<file path="src/source/mem_ctrl_pkg.sv">
package mem_ctrl_pkg;

    localparam int ADDR_W = 32;
    localparam int XLEN   = 32;
    localparam int BYTE_W = 8;

    // access width of a load or store
    typedef enum logic [1:0] {
        size_byte = 2'd0,
        size_half = 2'd1,
        size_word = 2'd2
    } mem_size_e;

    typedef struct packed {
        logic [ADDR_W-1:0] addr;
        mem_size_e         size;
        logic              is_unsigned;
    } load_req_t;

    typedef struct packed {
        logic [ADDR_W-1:0] addr;
        logic [XLEN-1:0]   data;
        mem_size_e         size;
    } store_entry_t;

    // registered outputs toward the byte RAM
    typedef struct packed {
        logic [ADDR_W-1:0] addr;
        logic [BYTE_W-1:0] wdata;
        logic              is_write;
    } ram_bus_t;

    // kind of transfer currently owning the RAM port
    typedef enum logic [1:0] {
        xfer_idle  = 2'd0,
        xfer_fetch = 2'd1,
        xfer_load  = 2'd2,
        xfer_store = 2'd3
    } xfer_e;

    // number of byte beats for an access size
    function automatic logic [2:0] size_beats(mem_size_e size);
        case (size)
            size_byte: return 3'd1;
            size_half: return 3'd2;
            default:   return 3'd4;
        endcase
    endfunction

endpackage

</file>
<file path="src/source/beat_counter.sv">
`timescale 1ns/1ps

module beat_counter (
    input  logic       clk,
    input  logic       reset,
    input  logic       start,
    input  logic [2:0] total,
    output logic [2:0] beat,
    output logic       last_beat,
    output logic       busy
);

    logic       running;
    logic [2:0] total_q;

    assign last_beat = running && (beat == total_q);
    // final beat frees the counter for a back-to-back start
    assign busy      = running && (beat != total_q);

    always_ff @(posedge clk) begin
        if (reset) begin
            running <= 1'b0;
            beat    <= 3'd0;
        end else if (start) begin
            running <= 1'b1;
            beat    <= 3'd0;
        end else if (last_beat) begin
            running <= 1'b0;
        end else if (running) begin
            beat <= beat + 3'd1;
        end
    end

    always_ff @(posedge clk) begin
        if (start) total_q <= total;
    end

    a_start_idle: assert property (@(posedge clk) disable iff (reset)
        start |-> !busy);

endmodule

</file>
<file path="src/source/store_buffer.sv">
`timescale 1ns/1ps

module store_buffer import mem_ctrl_pkg::*; #(
    parameter int STORE_DEPTH = 8
) (
    input  logic         clk,
    input  logic         reset,
    input  logic         push,
    input  store_entry_t push_entry,
    input  logic         pop,
    output store_entry_t head,
    output logic         empty,
    output logic         full
);

    localparam int PTR_W = (STORE_DEPTH > 1) ? $clog2(STORE_DEPTH) : 1;
    localparam int CNT_W = $clog2(STORE_DEPTH + 1);

    store_entry_t     entries [STORE_DEPTH];
    logic [PTR_W-1:0] head_ptr;
    logic [PTR_W-1:0] tail_ptr;
    logic [CNT_W-1:0] count;

    // wrap explicitly so any depth works
    function automatic logic [PTR_W-1:0] ptr_next(logic [PTR_W-1:0] ptr);
        if (ptr == PTR_W'(STORE_DEPTH - 1)) begin
            return '0;
        end
        return ptr + 1'b1;
    endfunction

    assign head  = entries[head_ptr];
    assign empty = (count == '0);
    assign full  = (count == CNT_W'(STORE_DEPTH));

    always_ff @(posedge clk) begin
        if (reset) begin
            head_ptr <= '0;
            tail_ptr <= '0;
            count    <= '0;
        end else begin
            if (push) tail_ptr <= ptr_next(tail_ptr);
            if (pop) head_ptr <= ptr_next(head_ptr);
            case ({push, pop})
                2'b10:   count <= count + 1'b1;
                2'b01:   count <= count - 1'b1;
                default: count <= count;
            endcase
        end
    end

    always_ff @(posedge clk) begin
        if (push) entries[tail_ptr] <= push_entry;
    end

    a_no_overflow: assert property (@(posedge clk) disable iff (reset)
        push && full |-> pop);

endmodule

</file>
<file path="src/source/ram_port_driver.sv">
`timescale 1ns/1ps

module ram_port_driver import mem_ctrl_pkg::*; (
    input  logic              clk,
    input  logic              reset,
    input  xfer_e             xfer,
    input  logic [ADDR_W-1:0] xfer_addr,
    input  mem_size_e         xfer_size,
    input  logic [XLEN-1:0]   xfer_data,
    input  logic [2:0]        beat,
    input  logic              busy,
    output ram_bus_t          ram,
    output logic              rd_tag_valid,
    output logic [1:0]        rd_tag_lane
);

    logic              issue;
    logic [1:0]        lane;
    logic [ADDR_W-1:0] addr_q;
    logic [BYTE_W-1:0] wdata_q;
    logic              write_q;
    logic              tag_valid_q;
    logic [1:0]        tag_lane_q;

    // address beats only, trailing latency beats issue nothing
    assign issue = busy && (beat < size_beats(xfer_size));
    assign lane  = beat[1:0];

    assign ram = '{addr: addr_q, wdata: wdata_q, is_write: write_q};

    always_ff @(posedge clk) begin
        if (reset) begin
            write_q      <= 1'b0;
            tag_valid_q  <= 1'b0;
            rd_tag_valid <= 1'b0;
        end else begin
            write_q      <= issue && (xfer == xfer_store);
            tag_valid_q  <= issue && (xfer != xfer_store);
            rd_tag_valid <= tag_valid_q;
        end
    end

    // address holds between transfers
    always_ff @(posedge clk) begin
        if (issue) begin
            addr_q  <= xfer_addr + ADDR_W'(beat);
            wdata_q <= xfer_data[lane*BYTE_W +: BYTE_W];
        end
        tag_lane_q  <= lane;
        rd_tag_lane <= tag_lane_q;
    end

endmodule

</file>
<file path="src/source/read_assembler.sv">
`timescale 1ns/1ps

module read_assembler import mem_ctrl_pkg::*; (
    input  logic              clk,
    input  logic              reset,
    input  logic              rd_tag_valid,
    input  logic [1:0]        rd_tag_lane,
    input  logic [BYTE_W-1:0] ram_rdata,
    input  logic              read_done,
    input  xfer_e             xfer,
    input  mem_size_e         xfer_size,
    input  logic              load_unsigned,
    output logic              fetch_valid,
    output logic [XLEN-1:0]   fetch_inst,
    output logic              load_valid,
    output logic [XLEN-1:0]   load_value
);

    logic [XLEN-1:0] word_q;
    logic [XLEN-1:0] ext_value;
    logic            sign_bit;

    // little-endian, lane 0 is the lowest address
    always_ff @(posedge clk) begin
        if (rd_tag_valid) word_q[rd_tag_lane*BYTE_W +: BYTE_W] <= ram_rdata;
    end

    always_comb begin
        case (xfer_size)
            size_byte: begin
                sign_bit  = word_q[BYTE_W-1] & ~load_unsigned;
                ext_value = {{(XLEN-BYTE_W){sign_bit}}, word_q[BYTE_W-1:0]};
            end
            size_half: begin
                sign_bit  = word_q[2*BYTE_W-1] & ~load_unsigned;
                ext_value = {{(XLEN-2*BYTE_W){sign_bit}}, word_q[2*BYTE_W-1:0]};
            end
            default: begin
                sign_bit  = word_q[XLEN-1];
                ext_value = word_q;
            end
        endcase
    end

    always_ff @(posedge clk) begin
        if (reset) begin
            fetch_valid <= 1'b0;
            load_valid  <= 1'b0;
        end else begin
            fetch_valid <= read_done && (xfer == xfer_fetch);
            load_valid  <= read_done && (xfer == xfer_load);
        end
    end

    // results hold until the next completion
    always_ff @(posedge clk) begin
        if (read_done && (xfer == xfer_fetch)) fetch_inst <= word_q;
        if (read_done && (xfer == xfer_load)) load_value <= ext_value;
    end

endmodule

</file>
<file path="src/source/mem_arbiter_fsm.sv">
`timescale 1ns/1ps

module mem_arbiter_fsm import mem_ctrl_pkg::*; (
    input  logic              clk,
    input  logic              reset,
    input  logic              fetch_req,
    input  logic [ADDR_W-1:0] fetch_pc,
    input  logic              load_req,
    input  load_req_t         load_info,
    input  logic              rollback,
    input  logic              sb_empty,
    input  store_entry_t      sb_head,
    input  logic              last_beat,
    output logic              sb_pop,
    output logic              beat_start,
    output logic [2:0]        beat_total,
    output xfer_e             xfer,
    output logic [ADDR_W-1:0] xfer_addr,
    output mem_size_e         xfer_size,
    output logic [XLEN-1:0]   xfer_data,
    output logic              load_unsigned,
    output logic              read_done
);

    logic              fetch_pend;
    logic [ADDR_W-1:0] fetch_pc_q;
    logic              load_pend;
    load_req_t         load_q;
    logic              aborted;
    logic              decide;
    logic              reading;
    logic              fetch_avail;
    logic              load_avail;
    logic              store_avail;
    xfer_e             pick;

    // port is free when idle or on the final beat of a transfer
    assign decide      = (xfer == xfer_idle) || last_beat;
    assign reading     = (xfer == xfer_fetch) || (xfer == xfer_load);
    assign fetch_avail = fetch_pend && !rollback;
    assign load_avail  = load_pend && !rollback;
    assign store_avail = !sb_empty;

    always_comb begin
        pick = xfer_idle;
        if (decide) begin
            case (xfer)
                xfer_fetch: begin
                    if (store_avail) pick = xfer_store;
                    else if (load_avail) pick = xfer_load;
                    else if (fetch_avail) pick = xfer_fetch;
                end
                // a store always hands back to idle
                xfer_store: pick = xfer_idle;
                // idle and the end of a load share one order
                default: begin
                    if (store_avail) pick = xfer_store;
                    else if (fetch_avail) pick = xfer_fetch;
                    else if (load_avail) pick = xfer_load;
                end
            endcase
        end
    end

    // reads run two extra beats for the RAM and tag pipe latency
    always_comb begin
        case (pick)
            xfer_store: beat_total = size_beats(sb_head.size);
            xfer_fetch: beat_total = size_beats(size_word) + 3'd2;
            xfer_load:  beat_total = size_beats(load_q.size) + 3'd2;
            default:    beat_total = 3'd0;
        endcase
    end

    assign beat_start = (pick != xfer_idle);
    assign sb_pop     = (pick == xfer_store);
    assign read_done  = last_beat && reading && !aborted && !rollback;

    always_ff @(posedge clk) begin
        if (reset) begin
            xfer       <= xfer_idle;
            fetch_pend <= 1'b0;
            load_pend  <= 1'b0;
            aborted    <= 1'b0;
        end else begin
            if (decide) xfer <= pick;
            if (rollback) begin
                fetch_pend <= 1'b0;
                load_pend  <= 1'b0;
            end else begin
                if (fetch_req) fetch_pend <= 1'b1;
                else if (pick == xfer_fetch) fetch_pend <= 1'b0;
                if (load_req) load_pend <= 1'b1;
                else if (pick == xfer_load) load_pend <= 1'b0;
            end
            // running read keeps its beats but loses its result
            if (decide) aborted <= 1'b0;
            else if (rollback && reading) aborted <= 1'b1;
        end
    end

    always_ff @(posedge clk) begin
        if (fetch_req) fetch_pc_q <= fetch_pc;
        if (load_req) load_q <= load_info;
        case (pick)
            xfer_fetch: begin
                xfer_addr <= fetch_pc_q;
                xfer_size <= size_word;
            end
            xfer_load: begin
                xfer_addr     <= load_q.addr;
                xfer_size     <= load_q.size;
                load_unsigned <= load_q.is_unsigned;
            end
            xfer_store: begin
                xfer_addr <= sb_head.addr;
                xfer_size <= sb_head.size;
                xfer_data <= sb_head.data;
            end
            default: ;
        endcase
    end

    // a final beat only comes from a transfer that owns the port
    a_beat_in_xfer: assert property (@(posedge clk) disable iff (reset)
        last_beat |-> (xfer != xfer_idle));

endmodule

</file>
<file path="src/source/mem_ctrl_top.sv">
`timescale 1ns/1ps

module mem_ctrl_top import mem_ctrl_pkg::*; #(
    parameter int STORE_DEPTH = 8
) (
    input  logic              clk,
    input  logic              reset,

    // fetcher
    input  logic              fetch_req,
    input  logic [ADDR_W-1:0] fetch_pc,
    output logic              fetch_valid,
    output logic [XLEN-1:0]   fetch_inst,

    // load unit
    input  logic              load_req,
    input  load_req_t         load_info,
    output logic              load_valid,
    output logic [XLEN-1:0]   load_value,

    // reorder buffer
    input  logic              store_push,
    input  store_entry_t      store_in,
    output logic              store_full,
    input  logic              rollback,

    // byte RAM
    output ram_bus_t          ram,
    input  logic [BYTE_W-1:0] ram_rdata
);

    store_entry_t      sb_head;
    logic              sb_empty;
    logic              sb_pop;

    logic              beat_start;
    logic [2:0]        beat_total;
    logic [2:0]        beat;
    logic              last_beat;
    logic              busy;

    xfer_e             xfer;
    logic [ADDR_W-1:0] xfer_addr;
    mem_size_e         xfer_size;
    logic [XLEN-1:0]   xfer_data;
    logic              load_unsigned;
    logic              read_done;

    logic              rd_tag_valid;
    logic [1:0]        rd_tag_lane;

    store_buffer #(
        .STORE_DEPTH (STORE_DEPTH)
    ) i_store_buffer (
        .clk        (clk),
        .reset      (reset),
        .push       (store_push),
        .push_entry (store_in),
        .pop        (sb_pop),
        .head       (sb_head),
        .empty      (sb_empty),
        .full       (store_full)
    );

    mem_arbiter_fsm i_mem_arbiter_fsm (
        .clk           (clk),
        .reset         (reset),
        .fetch_req     (fetch_req),
        .fetch_pc      (fetch_pc),
        .load_req      (load_req),
        .load_info     (load_info),
        .rollback      (rollback),
        .sb_empty      (sb_empty),
        .sb_head       (sb_head),
        .last_beat     (last_beat),
        .sb_pop        (sb_pop),
        .beat_start    (beat_start),
        .beat_total    (beat_total),
        .xfer          (xfer),
        .xfer_addr     (xfer_addr),
        .xfer_size     (xfer_size),
        .xfer_data     (xfer_data),
        .load_unsigned (load_unsigned),
        .read_done     (read_done)
    );

    beat_counter i_beat_counter (
        .clk       (clk),
        .reset     (reset),
        .start     (beat_start),
        .total     (beat_total),
        .beat      (beat),
        .last_beat (last_beat),
        .busy      (busy)
    );

    ram_port_driver i_ram_port_driver (
        .clk          (clk),
        .reset        (reset),
        .xfer         (xfer),
        .xfer_addr    (xfer_addr),
        .xfer_size    (xfer_size),
        .xfer_data    (xfer_data),
        .beat         (beat),
        .busy         (busy),
        .ram          (ram),
        .rd_tag_valid (rd_tag_valid),
        .rd_tag_lane  (rd_tag_lane)
    );

    read_assembler i_read_assembler (
        .clk           (clk),
        .reset         (reset),
        .rd_tag_valid  (rd_tag_valid),
        .rd_tag_lane   (rd_tag_lane),
        .ram_rdata     (ram_rdata),
        .read_done     (read_done),
        .xfer          (xfer),
        .xfer_size     (xfer_size),
        .load_unsigned (load_unsigned),
        .fetch_valid   (fetch_valid),
        .fetch_inst    (fetch_inst),
        .load_valid    (load_valid),
        .load_value    (load_value)
    );

endmodule

</file>
<file path="config.mk">
export PLATFORM = sky130hd
export DESIGN_NAME = mem_ctrl_top
export DESIGN_NICKNAME = d
export VERILOG_FILES = /design/src/source/mem_ctrl_pkg.sv /design/src/source/beat_counter.sv /design/src/source/store_buffer.sv /design/src/source/ram_port_driver.sv /design/src/source/read_assembler.sv /design/src/source/mem_arbiter_fsm.sv /design/src/source/mem_ctrl_top.sv
export SDC_FILE = /design/constraint.sdc
export NUM_CORES = 1
export LEC_CHECK = 0
export ABC_AREA = 1
export BUFFER_PORTS_ARGS = -buffer_cell sky130_fd_sc_hd__clkbuf_2
export CAP_MARGIN = 20
export CORE_AREA = 2 2 260 262
export DETAILED_ROUTE_END_ITERATION = 10
export DIE_AREA = 0 0 262 264
export PLACE_DENSITY = 0.64
export SLEW_MARGIN = 10
export SYNTH_ARGS = -nofsm -noshare
export SYNTH_HDL_FRONTEND = slang
export SYNTH_SLANG_ARGS = --single-unit
</file>
<file path="constraint.sdc">
create_clock -name clk -period 6.8 [get_ports clk]
set_clock_uncertainty 0.05 [all_clocks]
set_input_delay 2.04 -clock clk [delete_from_list [all_inputs] [get_ports clk]]
set_output_delay 2.04 -clock clk [all_outputs]
set_load 0.005 [all_outputs]
</file>
* After elaboration in Yosys (flattened, before gate mapping)
Memory sizes are Yosys's and may differ from the RTL's. A register that Yosys moved wholly into a read port is not among the register bits. Index checks and enable logic that the tools add are counted.
Word-level totals: bits in registers 301, bits in latches 0, memory bits (writable) 528, memory bits (read-only) 0, output and inout bits 108, logic and storage cells 134, memories 1
Memory list:
- i_store_buffer.entries | depth 8, bits a word 66, rd ports 1, clocked after memory_dff 1, wr ports 1, RTL line store_buffer.sv:19 | store_entry_t entries [STORE_DEPTH];
Operators by class: add/sub/neg operators 8, multiply operators 0, div/mod/pow operators 0, order comparisons 1, eq/ne operators 17, shift-type cells 3, mux-type cells 38, bitwise operators 4, reduce and logical (&&, ||, !) cells 32
Operators with widths (number):
- 32-bit one-hot mux with 3 select lines | 1
- 32-bit one-hot mux with 2 select lines | 1
- 5-bit negation with 34-bit output | 1
- 8-bit by 34-bit variable shift with 32-bit output, first input constant | 1
- 8-bit by 34-bit variable part select with 32-bit output | 1
- 32-bit by 3-bit adder with 32-bit output | 1
- 32-bit bitwise mux | 1
- 32-bit by 6-bit variable part select with 8-bit output | 1
- 3-bit 2-to-1 mux | 7
- 3-bit one-hot mux with 2 select lines | 3
- 1-bit 2-to-1 mux | 15
- 1-bit logical AND | 13
- 2-bit by 1-bit == test with 1-bit output, second input constant | 6
- 2-bit 2-to-1 mux | 6
- 2-bit == test, second input constant | 5
- 2-bit nonzero test | 5
- 3-bit by 1-bit adder with 3-bit output, second input constant | 3
- 3-bit one-hot mux with 3 select lines | 1
- 2-bit zero test | 4
- 4-bit one-hot mux with 2 select lines | 1
- 3-bit == test, second input constant | 2
- 2-bit one-hot mux with 3 select lines | 1
- 2-bit OR reduction | 3
- 4-bit by 1-bit adder with 4-bit output, second input constant | 1
- 15 further kinds | 19

* Longest topological paths before layout
depth in word-level cells 13, depth in mapped cells 19, depth with buffers taken out 18

* Modules after synthesis
From an unflattened synthesis, not the netlist that was laid out.
Unflattened totals: cells, all modules 2510, area, all modules 32901.6 um^2
Modules (own cells, without submodules):
- store_buffer | times used 1, cells each 1572, area each 21112.7 um^2, seq. area each 16115.5 um^2
- mem_arbiter_fsm | times used 1, cells each 350, area each 5168.7 um^2, seq. area each 4124.0 um^2
- read_assembler | times used 1, cells each 239, area each 3624.7 um^2, seq. area each 2922.8 um^2
- ram_port_driver | times used 1, cells each 308, area each 2641.3 um^2, seq. area each 1341.3 um^2
- beat_counter | times used 1, cells each 41, area each 354.1 um^2, seq. area each 170.2 um^2

* Worst setup path after synthesis
Ideal clock, no wire load.
path kind in2reg, start input store_push, end memory i_store_buffer.entries[1][0] (netlist name), enable pin, data arrival time 4.927 ns, required time 6.259 ns, slack 1.332 ns, cell stages on the path 2, path buffers 0, cells stage by stage nand2_1 > nor2_1
On the way: word-level cells in the longest chain between the ends 2
RTL lines:
- start, declared | RTL line mem_ctrl_top.sv:22 | input logic store_push,
- 1-bit 2-to-1 mux | RTL line store_buffer.sv:53 | if (push) entries[tail_ptr] <= push_entry;
- 1-bit 2-to-1 mux (implied by the code) | RTL line store_buffer.sv:53
- end, declared | RTL line store_buffer.sv:19
Every way passes these cells.

* Final worst setup path
start input rollback, end register i_store_buffer.count[2]
On the way: word-level cells in the longest chain between the ends 10, elaborated cells between the ends (all ways) 16, those cells by class 3 x eq/ne; 9 x mux; 4 x reduce/logical
RTL lines:
- start, declared | RTL line mem_ctrl_top.sv:25 | input logic rollback,
- 1-bit zero test * | RTL line mem_arbiter_fsm.sv:40, mem_arbiter_fsm.sv:41
- 1-bit logical AND (on tied branches) | RTL line mem_arbiter_fsm.sv:40, mem_arbiter_fsm.sv:41
- 1-bit 2-to-1 mux or 2-bit 2-to-1 mux (tied branches) | RTL line mem_arbiter_fsm.sv:51, mem_arbiter_fsm.sv:59
- 2-bit 2-to-1 mux (on tied branches) | RTL line mem_arbiter_fsm.sv:50, mem_arbiter_fsm.sv:58
- 2-bit 2-to-1 mux (on tied branches) | RTL line mem_arbiter_fsm.sv:49, mem_arbiter_fsm.sv:57
- 2-bit one-hot mux with 2 select lines * | RTL line mem_arbiter_fsm.sv:47 | case (xfer)
- 2-bit 2-to-1 mux * | RTL line mem_arbiter_fsm.sv:46 | if (decide) begin
- 2-bit == test * | RTL line mem_arbiter_fsm.sv:76 | assign sb_pop = (pick == xfer_store);
- 2-bit by 1-bit == test with 1-bit output or 2-bit == test (tied branches) | RTL line store_buffer.sv:44 | case ({push, pop})
- 4-bit one-hot mux with 2 select lines or 2-bit nonzero test (tied branches)
- end signal, assigned | RTL line store_buffer.sv:45 | 2'b10: count <= count + 1'b1;
- end signal, assigned | RTL line store_buffer.sv:46 | 2'b01: count <= count - 1'b1;
- end signal, assigned | RTL line store_buffer.sv:47 | default: count <= count;
- end, declared | RTL line store_buffer.sv:22 | logic [CNT_W-1:0] count;
Mark *: on every way between the ends. The rest lies on a longest branch, timed or not. A chain may end at the register's enable or synchronous reset.

==> out/summary.txt <==
Status - complete, no violations
Syn_nets - 2725
Setup crit start kind - input pin
Worst slew pin tran - 1.136 ns
Non-filler instance count after layout - 3748
Grt ovf - 0
DR vias - 20180
CTS-repair resized insts - 0
Via-to-Cell Ratio - 5.383
Port bufs - 254
Synth-to-Final Area Change - 15.06%
Die area - 69170 um^2
Post-CTS setup buffers - 0
Crit Reg-Reg Startpoint - i_mem_arbiter_fsm.xfer[1]
Drt pass-1 iters - 6
Syn Area/Cell - 12.87 um^2
Layout Nets - 2972
Rel. slew slack - 0.2429
Clock-pin transition on the worst setup and hold timing paths - 0.06 ns
Library cells used by synthesis - 44
DRT iter0 DRCs - 2193
Chip width - 262 um
Avg WL per Cell - 20.23 um
CP Class - in -> reg
Ys Warns - 0
CP Launch Point - rollback
CTS sink count - 832
Largest net degree at the start of global routing - 151
# rows - 95
Detail Route Antenna Nets - 0
Post-Synthesis Cell Area - 32880 um^2
Cell count after synthesis - 2555
Reg2reg end - i_store_buffer.count[2]
DRT Wirelength - 75810 um
Max-cap violations - 0
CTS tree - done
Worst path arrival time - 5.02 ns
Unrepaired setup endpoints after global routing - false
Worst vdd ir - 273.9 uV
Clock latency on the worst-skew pair - 0.64 ns
First-pass GRT wire length - 114900 um
Number of placed instances, taps included - 3585
TritonCTS Buffers - 85
Synth top area cells - edfxtp_1 (73%), nand2_1 (6.4%), nand3_1 (3.1%)
DRC violations left - 0
Setup TNS - 0 ns
Vias in the first global route - 19750
CTS max path bufs - 3
WP data required - 7.27 ns
Hpwl dp - 44680 um
Core Area - 66560 um^2
Critical Path Fanout Max - 70
Crit path to - i_store_buffer.count[2]
Fmax achieved - 219.6 MHz
Final Max Tran Viols - 0
Area of the multi-input gates - 7163 um^2
All-Layer GR Usage - 0.2186
Hold_ws - 0.2665 ns
Initial Util - 0.4939
R2r setup slk - 3.10 ns
Final Critical Period - 4.553 ns
# hold bufs at CTS - 0
Boundary Pins - 255
Worst Reg-to-Reg Cells - 16
P_leak - 0.01409 uW
Sequential area share after synthesis - 0.7505
Area share of the largest cell type after synthesis - 0.7316
Placer Congestion - 0.8869
Final period utilization - 0.6696
# fillers - 5366
Seq cells post-synth - 832
Finish-stage setup viols - 0
Area leader, netlist - edfxtp_1
Hold WC Path Type - reg -> reg
Antenna violations before repair - 9
Die height - 264 um
Nature of the critical path endpoint - register
CTS H-tree depth - 3
Seq. cell area - 24680 um^2
Layout cells sized above 1 - 0.1697
Root Driver - clkbuf_16
Pwr/cell area - 388.0 nW/um^2
Final Hold Viols - 0
==> area by class of cell <==
cell class / count / share of cell area
flip-flops and latches: 832 / 0.6525
multi-input cells: 1482 / 0.1894
clock buffers: 104 / 0.05868
repair buffers: 285 / 0.04167
well taps: 873 / 0.02887
clock inverters: 51 / 0.01677
inverters: 116 / 0.01184
diodes: 5 / 0.0003308
==> kinds of logic (layout without fill, tap and decap cells) <==
group / count (synthesis) / count (layout) / synth area share
adder cells (fa/ha/maj): 23 / 23 / 0.008981
buffers and inverters: 241 / 556 / 0.03383
other: 0 / 5 / 0
XOR/XNOR: 31 / 31 / 0.008258
flip-flops: 832 / 832 / 0.7505
AND/OR/NAND/NOR: 1121 / 1121 / 0.1482
AO/OA/AOI/OAI: 307 / 307 / 0.05020
==> sequential cells by signal, summed over array words and instances, names as in the netlist, 2 cells and up, named ones only <==
signal and flops:
i_beat_counter.beat 3, i_read_assembler.load_value 32, i_ram_port_driver.tag_lane_q 2, i_mem_arbiter_fsm.fetch_pc_q 32
i_mem_arbiter_fsm.xfer 2, i_mem_arbiter_fsm.xfer_size 2, i_store_buffer.tail_ptr 3, i_mem_arbiter_fsm.xfer_addr 32
i_store_buffer.count 4, i_store_buffer.head_ptr 3, i_mem_arbiter_fsm.xfer_data 32, i_ram_port_driver.rd_tag_lane 2
i_read_assembler.word_q 32, i_store_buffer.entries 528, i_ram_port_driver.wdata_q 8, i_ram_port_driver.addr_q 32
i_mem_arbiter_fsm.load_q 35, i_beat_counter.total_q 3, i_read_assembler.fetch_inst 32
==> where the power goes <==
part / switching [uW] / leakage (uW) / total [uW] / internal (uW)
Clock: 1930 / 0.00140 / 4760 / 2830
Sequential: 348 / 0.00764 / 6770 / 6430
Combinational: 2220 / 0.00505 / 3150 / 922
==> synthesized netlist by cell type, drive strengths merged <==
cell type  number
fa              1
clkbuf         51
nand3         222
nor4            3
nand4          14
xnor2           9
xor2           22
nor3           27
o211ai          1
nand3b          5
nand2         587
ha             22
or2            30
a21oi          73
nor2          232
o21ai         157
or3             1
o31a            1
buf            74
o22ai          74
clkinv          1
dfxtp          31
edfxtp        801
o21bai          1
inv           115
==> worst min-delay path by stage <==
stage / startpoint / to / cells past startpoint
2_1_floorplan: i_ram_port_driver.tag_lane_q[0] / i_ram_port_driver.rd_tag_lane[0] / 0
3_3_place_gp: i_ram_port_driver.tag_lane_q[1] / i_ram_port_driver.rd_tag_lane[1] / 0
3_5_place_dp: i_ram_port_driver.tag_lane_q[1] / i_ram_port_driver.rd_tag_lane[1] / 0
4_1_cts: i_ram_port_driver.tag_lane_q[1] / i_ram_port_driver.rd_tag_lane[1] / 0
5_1_grt: i_ram_port_driver.tag_lane_q[1] / i_ram_port_driver.rd_tag_lane[1] / 0
6_report: i_ram_port_driver.tag_lane_q[1] / i_ram_port_driver.rd_tag_lane[1] / 0
==> layer usage <==
layer / GRT usage / vias up / part of all wire
met5: 0 / - / 0.0011
met4: 0.07222 / 14 / 0.026
met3: 0.03809 / 122 / 0.068
met2: 0.3578 / 706 / 0.49
met1: 0.2975 / 9792 / 0.42
li1: - / 9541 / -
==> worst max-delay path: stages <==
cell,delay [ns]
clkbuf_2,0.11
nor2_1,0.13
o21ai_0,0.09
nand2_1,0.08
nand2_2,0.43
inv_2,0.25
nand3_4,0.15
inv_6,0.51
ha_1,0.35
xor2_1,0.28
ha_1,0.20
a21oi_1,0.05
xnor2_1,0.13
o21ai_0,0.16
inv_1,0.06
==> stage by stage <==
step | instance area, um^2 | utilization | setup WS, ns | power, uW
after detailed placement | 34890 | 0.5241 | 1.549 | 10000
after floorplan | 32880 | - | 1.332 | 8985
after CTS | 37740 | 0.5670 | 2.221 | 14760
final | 37830 | 0.5683 | 2.247 | 14680
after global routing | 37820 | 0.5682 | 1.937 | 15400
after global placement | 34860 | 0.5237 | 1.671 | 9928
==> placed cells by master (no fill, tap or decap), types with 22 or more instances in the layout <==
master     instances
nand2_2           25
a21oi_1           72
dfxtp_1           28
xor2_1            22
clkbuf_16         86
inv_1            107
buf_4             27
o22ai_1           74
ha_1              22
nand2_1          561
or2_1             29
nor3_1            26
nor2_1           220
nand3_1          201
o21ai_0          146
clkbuf_2         254
edfxtp_1         801
(Power assumes the default switching activity.)
